===== src/cache_cfg_pkg.sv =====
package cache_cfg_pkg;

    // Line geometry.
    localparam int OFFSET_W = 5;
    localparam int INDEX_W  = 4;
    localparam int TAG_W    = 32 - OFFSET_W - INDEX_W;
    localparam int MASK_W   = 2 ** OFFSET_W;
    localparam int LINE_W   = 8 * MASK_W;
    localparam int NUM_SETS = 2 ** INDEX_W;

    // Address is split as tag, index, offset from the top down.
    typedef logic [TAG_W+INDEX_W+OFFSET_W-1:0] addr_t;

    typedef logic [TAG_W-1:0] tag_t;

    typedef logic [INDEX_W-1:0] index_t;

    typedef logic [LINE_W-1:0] line_t;

    typedef logic [MASK_W-1:0] be_t;

endpackage


===== src/cache_ctrl_pkg.sv =====
package cache_ctrl_pkg;

    typedef enum logic [2:0] {
        IDLE,
        LOOKUP,
        WRITEBACK,
        ALLOCATE,
        RESPOND
    } cache_state_t;

    // Source of data written into the line array.
    typedef enum logic [1:0] {
        FILL_MEM,
        FILL_CPU,
        FILL_NONE
    } fill_sel_t;

endpackage


===== src/cache_ctrl_if.sv =====
`timescale 1ns/1ps

interface cache_ctrl_if;

    import cache_ctrl_pkg::*;

    logic      capture;
    logic      tag_we;
    logic      valid_we;
    logic      dirty_we;
    logic      dirty_in;
    fill_sel_t fill_sel;

    // Status of the set selected by the captured request.
    logic      hit;
    logic      dirty;

    modport ctrl (
        output capture, tag_we, valid_we, dirty_we, dirty_in, fill_sel,
        input  hit, dirty
    );

    modport dp (
        input  capture, tag_we, valid_we, dirty_we, dirty_in, fill_sel,
        output hit, dirty
    );

endinterface


===== src/cache_control.sv =====
`timescale 1ns/1ps

module cache_control (
    input  logic     clk,
    input  logic     rst_n,
    cache_ctrl_if.ctrl ctrl,

    input  logic     mem_read,
    input  logic     mem_write,
    output logic     mem_resp,

    input  logic     pmem_resp,
    output logic     pmem_read,
    output logic     pmem_write
);

    import cache_ctrl_pkg::*;

    cache_state_t state;
    cache_state_t state_next;
    logic         is_write;
    logic         pmem_read_next;
    logic         pmem_write_next;

    always_ff @(posedge clk) begin
        if (!rst_n) begin
            state      <= IDLE;
            is_write   <= 1'b0;
            pmem_read  <= 1'b0;
            pmem_write <= 1'b0;
        end else begin
            state      <= state_next;
            pmem_read  <= pmem_read_next;
            pmem_write <= pmem_write_next;
            if (ctrl.capture) begin
                is_write <= mem_write;
            end
        end
    end

    always_comb begin
        state_next      = state;
        ctrl.capture    = 1'b0;
        ctrl.tag_we     = 1'b0;
        ctrl.valid_we   = 1'b0;
        ctrl.dirty_we   = 1'b0;
        ctrl.dirty_in   = 1'b0;
        ctrl.fill_sel   = FILL_NONE;
        pmem_read_next  = 1'b0;
        pmem_write_next = 1'b0;
        mem_resp        = 1'b0;

        case (state)
            IDLE: begin
                if (mem_read || mem_write) begin
                    ctrl.capture = 1'b1;
                    state_next   = LOOKUP;
                end
            end
            LOOKUP: begin
                if (ctrl.hit) begin
                    if (is_write) begin
                        ctrl.fill_sel = FILL_CPU;
                        ctrl.dirty_we = 1'b1;
                        ctrl.dirty_in = 1'b1;
                    end
                    state_next = RESPOND;
                end else if (ctrl.dirty) begin
                    pmem_write_next = 1'b1;
                    state_next      = WRITEBACK;
                end else begin
                    pmem_read_next = 1'b1;
                    state_next     = ALLOCATE;
                end
            end
            WRITEBACK: begin
                // Victim is clean once written, so the fill uses the request address.
                if (pmem_resp) begin
                    ctrl.dirty_we  = 1'b1;
                    pmem_read_next = 1'b1;
                    state_next     = ALLOCATE;
                end
            end
            ALLOCATE: begin
                if (pmem_resp) begin
                    ctrl.fill_sel = FILL_MEM;
                    ctrl.tag_we   = 1'b1;
                    ctrl.valid_we = 1'b1;
                    ctrl.dirty_we = 1'b1;
                    state_next    = LOOKUP;
                end
            end
            RESPOND: begin
                mem_resp   = 1'b1;
                state_next = IDLE;
            end
            default: begin
                state_next = IDLE;
            end
        endcase
    end

endmodule


===== src/cache_data_array.sv =====
`timescale 1ns/1ps

module cache_data_array (
    input  logic                  clk,
    input  logic                  rst_n,
    input  cache_cfg_pkg::be_t    wmask,
    input  cache_cfg_pkg::index_t addr,
    input  cache_cfg_pkg::line_t  din,
    output cache_cfg_pkg::line_t  dout
);

    import cache_cfg_pkg::*;

    line_t mem [NUM_SETS];

    // No writes while reset is held.
    always_ff @(posedge clk) begin
        if (rst_n) begin
            for (int b = 0; b < MASK_W; b++) begin
                if (wmask[b]) begin
                    mem[addr][8*b +: 8] <= din[8*b +: 8];
                end
            end
        end
    end

    assign dout = mem[addr];

endmodule


===== src/cache_datapath.sv =====
`timescale 1ns/1ps

module cache_datapath (
    input  logic                 clk,
    input  logic                 rst_n,
    cache_ctrl_if.dp             ctrl,

    input  cache_cfg_pkg::addr_t mem_address,
    input  cache_cfg_pkg::line_t mem_wdata,
    input  cache_cfg_pkg::be_t   mem_byte_enable,
    output cache_cfg_pkg::line_t mem_rdata,

    input  cache_cfg_pkg::line_t pmem_rdata,
    output cache_cfg_pkg::addr_t pmem_address,
    output cache_cfg_pkg::line_t pmem_wdata
);

    import cache_cfg_pkg::*;
    import cache_ctrl_pkg::*;

    addr_t  req_addr;
    line_t  req_wdata;
    be_t    req_be;
    index_t req_index;
    tag_t   req_tag;

    tag_t   tag_out;
    logic   valid_out;
    be_t    write_mask;
    line_t  data_in;
    line_t  data_out;

    // Request held for the whole transaction.
    always_ff @(posedge clk) begin
        if (ctrl.capture) begin
            req_addr  <= mem_address;
            req_wdata <= mem_wdata;
            req_be    <= mem_byte_enable;
        end
    end

    assign req_index = req_addr[OFFSET_W +: INDEX_W];
    assign req_tag   = req_addr[OFFSET_W+INDEX_W +: TAG_W];

    cache_data_array data_array (
        .clk   (clk),
        .rst_n (rst_n),
        .wmask (write_mask),
        .addr  (req_index),
        .din   (data_in),
        .dout  (data_out)
    );

    ff_array #(.payload_t(tag_t), .DEPTH(NUM_SETS)) tag_array (
        .clk   (clk),
        .rst_n (rst_n),
        .we    (ctrl.tag_we),
        .addr  (req_index),
        .din   (req_tag),
        .dout  (tag_out)
    );

    ff_array #(.DEPTH(NUM_SETS)) valid_array (
        .clk   (clk),
        .rst_n (rst_n),
        .we    (ctrl.valid_we),
        .addr  (req_index),
        .din   (1'b1),
        .dout  (valid_out)
    );

    ff_array #(.DEPTH(NUM_SETS)) dirty_array (
        .clk   (clk),
        .rst_n (rst_n),
        .we    (ctrl.dirty_we),
        .addr  (req_index),
        .din   (ctrl.dirty_in),
        .dout  (ctrl.dirty)
    );

    assign ctrl.hit = (tag_out == req_tag) && valid_out;

    always_comb begin
        case (ctrl.fill_sel)
            FILL_MEM: begin
                write_mask = '1;
                data_in    = pmem_rdata;
            end
            FILL_CPU: begin
                write_mask = req_be;
                data_in    = req_wdata;
            end
            default: begin
                write_mask = '0;
                data_in    = req_wdata;
            end
        endcase
    end

    // A dirty victim is addressed by its own tag.
    always_comb begin
        if (ctrl.dirty) begin
            pmem_address = {tag_out, req_index, {OFFSET_W{1'b0}}};
        end else begin
            pmem_address = {req_tag, req_index, {OFFSET_W{1'b0}}};
        end
    end

    assign mem_rdata  = data_out;
    assign pmem_wdata = data_out;

endmodule


===== src/cache_top.sv =====
`timescale 1ns/1ps

module cache_top (
    input  logic                 clk,
    input  logic                 rst_n,

    input  logic                 mem_read,
    input  logic                 mem_write,
    input  cache_cfg_pkg::addr_t mem_address,
    input  cache_cfg_pkg::line_t mem_wdata,
    input  cache_cfg_pkg::be_t   mem_byte_enable,
    output cache_cfg_pkg::line_t mem_rdata,
    output logic                 mem_resp,

    output logic                 pmem_read,
    output logic                 pmem_write,
    output cache_cfg_pkg::addr_t pmem_address,
    output cache_cfg_pkg::line_t pmem_wdata,
    input  cache_cfg_pkg::line_t pmem_rdata,
    input  logic                 pmem_resp
);

    cache_ctrl_if ctrl_if ();

    cache_control control (
        .clk        (clk),
        .rst_n      (rst_n),
        .ctrl       (ctrl_if.ctrl),
        .mem_read   (mem_read),
        .mem_write  (mem_write),
        .mem_resp   (mem_resp),
        .pmem_resp  (pmem_resp),
        .pmem_read  (pmem_read),
        .pmem_write (pmem_write)
    );

    cache_datapath datapath (
        .clk             (clk),
        .rst_n           (rst_n),
        .ctrl            (ctrl_if.dp),
        .mem_address     (mem_address),
        .mem_wdata       (mem_wdata),
        .mem_byte_enable (mem_byte_enable),
        .mem_rdata       (mem_rdata),
        .pmem_rdata      (pmem_rdata),
        .pmem_address    (pmem_address),
        .pmem_wdata      (pmem_wdata)
    );

endmodule


===== src/ff_array.sv =====
`timescale 1ns/1ps

module ff_array #(
    parameter type payload_t = logic,
    parameter int  DEPTH     = cache_cfg_pkg::NUM_SETS
) (
    input  logic                  clk,
    input  logic                  rst_n,
    input  logic                  we,
    input  cache_cfg_pkg::index_t addr,
    input  payload_t              din,
    output payload_t              dout
);

    payload_t mem [DEPTH];

    // Cleared entries read as invalid and clean.
    always_ff @(posedge clk) begin
        if (!rst_n) begin
            for (int i = 0; i < DEPTH; i++) begin
                mem[i] <= '0;
            end
        end else if (we) begin
            mem[addr] <= din;
        end
    end

    assign dout = mem[addr];

endmodule


===== config.mk =====
export PLATFORM = sky130hd
export DESIGN_NAME = cache_top
export DESIGN_NICKNAME = d
export VERILOG_FILES = /design/src/cache_cfg_pkg.sv /design/src/cache_ctrl_pkg.sv /design/src/cache_ctrl_if.sv /design/src/cache_control.sv /design/src/cache_data_array.sv /design/src/cache_datapath.sv /design/src/cache_top.sv /design/src/ff_array.sv
export SDC_FILE = /design/constraint.sdc
export NUM_CORES = 2
export LEC_CHECK = 0
export BUFFER_PORTS_ARGS = -buffer_cell sky130_fd_sc_hd__buf_2
export CAP_MARGIN = 0
export CORE_ASPECT_RATIO = 0.5
export CORE_UTILIZATION = 30
export DETAILED_ROUTE_END_ITERATION = 8
export GPL_ROUTABILITY_DRIVEN = 0
export SETUP_SLACK_MARGIN = 0.3
export SLEW_MARGIN = 15
export SYNTH_ARGS = -nofsm -noshare
export SYNTH_HDL_FRONTEND = slang
export SYNTH_MEMORY_MAX_BITS = 65536
export SYNTH_SLANG_ARGS = --single-unit

===== constraint.sdc =====
create_clock -name clk -period 11.7 [get_ports clk]
set_input_delay 2.34 -clock clk [delete_from_list [all_inputs] [get_ports clk]]
set_output_delay 2.34 -clock clk [all_outputs]
set_load 0.05 [all_outputs]

==> impl_metrics.tcl <==
set metrics [dict create \
    fin_crit_sh_pct 71.0 \
    netlist_top_cells_area "edfxtp_1, mux4_2, o21a_1" \
    grt_max_degree 138 \
    grtUsageTotal_pct 14.8 \
    path_clk_slew_ns 0.06 \
    crit_path_end_kind "primary output" \
    ys_seq_area_share_pct 75.0 \
    antenna_found_initial 15 \
    cp-start-kind "flip-flop" \
    slew_viol_final 0 \
    timing.fmax_ghz 0.120 \
    coreArea_sq_mm 0.637 \
    drv_cap 0 \
    finalWirelength_um 497000 \
    clk_latency_ns 1.04 \
    synth_seq_cells 4821 \
    overflow 0 \
    rows 207 \
    die_height_um 568 \
    hold_violations 0 \
    rsz0062_at_grt "no" \
    final_nets 10300 \
    die-width_um 1130 \
    numClockSinks 4821 \
    dr_total_vias 92600 \
    worstMarginPinSlew_ns 1.14 \
    critical_path_required_ns 9.36 \
    cp_max_fo 104 \
    drt_iter0_markers 8980 \
    tns_ns 0 \
    r2r_end "datapath.data_array.mem[4][54]$_DFFE_PP_" \
    ctsResizeCount 0 \
    peakVddDrop_uv 317 \
    r2r_setup_slack_ns 4.32 \
    p_per_area_mw_per_mm2 250 \
    syn-instance-count 8970 \
    ant_nets 0 \
    htree_num_levels 5 \
    synth_edf_count 4779 \
    cts_setup_buffers 0 \
    fin_crit_ns 8.30 \
    fin_cells 18700 \
    power_mw 55.2 \
    cts_buffers 463 \
    status "complete, no violations" \
    via_per_inst 4.94 \
    cts_tree "done" \
    async_reset_ff_share_pct 0 \
    final-setup-viol-count 0 \
    hp-class "reg -> reg" \
    max_slew_margin_pct 23.8 \
    dp_hpwl_um 312000 \
    num_io_pins 1128 \
    total_leakage_power_nw 71.2 \
    reg2reg_depth 13 \
    first_global_vias 95300 \
    numPlacedInstances 17900 \
    grt_pass1_wl_um 702000 \
    drc_errors 0 \
    cts.path.max_buffers 4 \
    syn_to_final_growth_pct 14.6 \
    critical_path_class "reg -> out" \
    drive_gt1_share_pct 35.0 \
    port_buffers 1117 \
    synthFlopType "edfxtp_1" \
    holdBufCountCts 0 \
    netlist_area_sq_mm 0.192 \
    yosys.area.top_type "edfxtp_1" \
    dieArea_sq_mm 0.645 \
    initial_utilization_pct 30.2 \
    critPathArrivalTime_ns 5.96 \
    crit_end "pmem_wdata[47]" \
    yosysUniqueCellTypes 58 \
    drt-pass1-iter-count 6 \
    syn_avg_cell_area_sq_um 21.5 \
    wl_per_cell_um 26.5 \
    ys_warn_count 0 \
    fin_skew_ns 0.0890 \
    cts_root_buffer "clkbuf_16" \
    yosys.area.top_type_share_pct 74.6 \
    fill_cells 59000 \
]
## cell usage after synthesis, drive strengths merged (40+ instances only)
cell type	instances
nor2	96
and3	311
clkbuf	440
a22oi	40
edfxtp	4779
a31oi	47
o21a	522
mux2i	92
nand2	174
nor2b	51
dfxtp	42
mux4	1294
mux2	289
buf	499
a211oi	49
## kinds of logic (layout without fill, tap and decap cells)
kind of cell / after synthesis / after routing / share of synthesized area [%]
simple gates: 719 / 719 / 1.98
buf+inv: 952 / 2118 / 2.64
flops: 4821 / 4821 / 75.0
other cells: 1 / 17 / 0.00195
mux: 1675 / 1675 / 17.3
compound gates: 771 / 771 / 2.91
xor+xnor: 31 / 31 / 0.141
## report_power, final
| group | total, mW | internal, mW | switching (mW) |
|---|---|---|---|
| logic | 18.9 | 5.51 | 13.4 |
| clock network | 15.1 | 8.54 | 6.55 |
| registers | 21.2 | 20.8 | 0.437 |
| total | 55.2 | 34.8 | 20.4 |
## flip-flops by register name, summed over array words and instances (netlist names), named ones only
name	cells
datapath.req_wdata	256
datapath.req_addr	27
control.pmem_read	1
control.pmem_write	1
datapath.dirty_array.mem	16
control.is_write	1
datapath.tag_array.mem	368
datapath.data_array.mem	4096
datapath.valid_array.mem	16
datapath.req_be	32
control.state	3
## cells in the final DEF, fill, tap and decap left out, drive strengths merged, types with 39 or more instances in the layout
| cell type | count |
|---|---|
| a31oi | 47 |
| bufinv | 55 |
| mux4 | 1294 |
| a211oi | 49 |
| mux2i | 92 |
| a21oi | 39 |
| nor2 | 96 |
| buf | 1259 |
| mux2 | 289 |
| o21a | 522 |
| edfxtp | 4779 |
| nand2 | 174 |
| a22oi | 40 |
| dfxtp | 42 |
| nor2b | 51 |
| clkbuf | 559 |
| and3 | 311 |
| clkinv | 205 |
## per-layer routing
metal  track usage [%]  share of wire, %
met1              18.0                38
met2              27.0                53
met3              1.73               5.1
met4              5.63               4.0
met5                 0                 0
## metrics by stage
stage | cell area [sq um] | setup WS, ns | hold WS (ns) | utilization, %
final | 220000 | 3.40 | 0.447 | 34.6
after global routing | 220000 | 3.12 | 0.458 | 34.6
after CTS | 220000 | 3.24 | 0.447 | 34.6
after detailed placement | 205000 | 4.30 | 0.436 | 32.2
after global placement | 205000 | 4.27 | 0.428 | 32.2
after floorplan | 192000 | 4.45 | 0.419 | -
## critical path, stage by stage, from the launching register on
cell     delay [ns]
dfxtp_4        0.77
buf_12         0.52
buf_4          0.85
buf_4          0.95
mux4_2         0.38
nand2_1        0.06
a31oi_1        0.74
buf_2          0.40
## worst min-delay path by stage
stage	startpoint	to	cells after the start
2_1_floorplan	datapath.valid_array.mem[11]$_DFF_P_	datapath.valid_array.mem[11]$_DFF_P_	2
3_3_place_gp	datapath.valid_array.mem[5]$_DFF_P_	datapath.valid_array.mem[5]$_DFF_P_	1
3_5_place_dp	datapath.valid_array.mem[9]$_DFF_P_	datapath.valid_array.mem[9]$_DFF_P_	2
4_1_cts	datapath.valid_array.mem[9]$_DFF_P_	datapath.valid_array.mem[9]$_DFF_P_	2
5_1_grt	datapath.valid_array.mem[5]$_DFF_P_	datapath.valid_array.mem[5]$_DFF_P_	1
6_report	datapath.valid_array.mem[5]$_DFF_P_	datapath.valid_array.mem[5]$_DFF_P_	1
## area by class of cell
| class | instances | area, sq um | share of cell area (%) |
|---|---|---|---|
| antenna | 12 | 30.0 | 0.0136 |
| sequential | 4821 | 144000 | 65.5 |
| timing repair buffer | 1259 | 6850 | 3.11 |
| multi-input combinational | 3201 | 43300 | 19.6 |
| clock buffer | 559 | 12000 | 5.45 |
| tap | 8569 | 10700 | 4.86 |
| clock inverter | 287 | 3180 | 1.44 |
| inverter | 13 | 61.3 | 0.0278 |
Power figures use the tool's default switching activity.
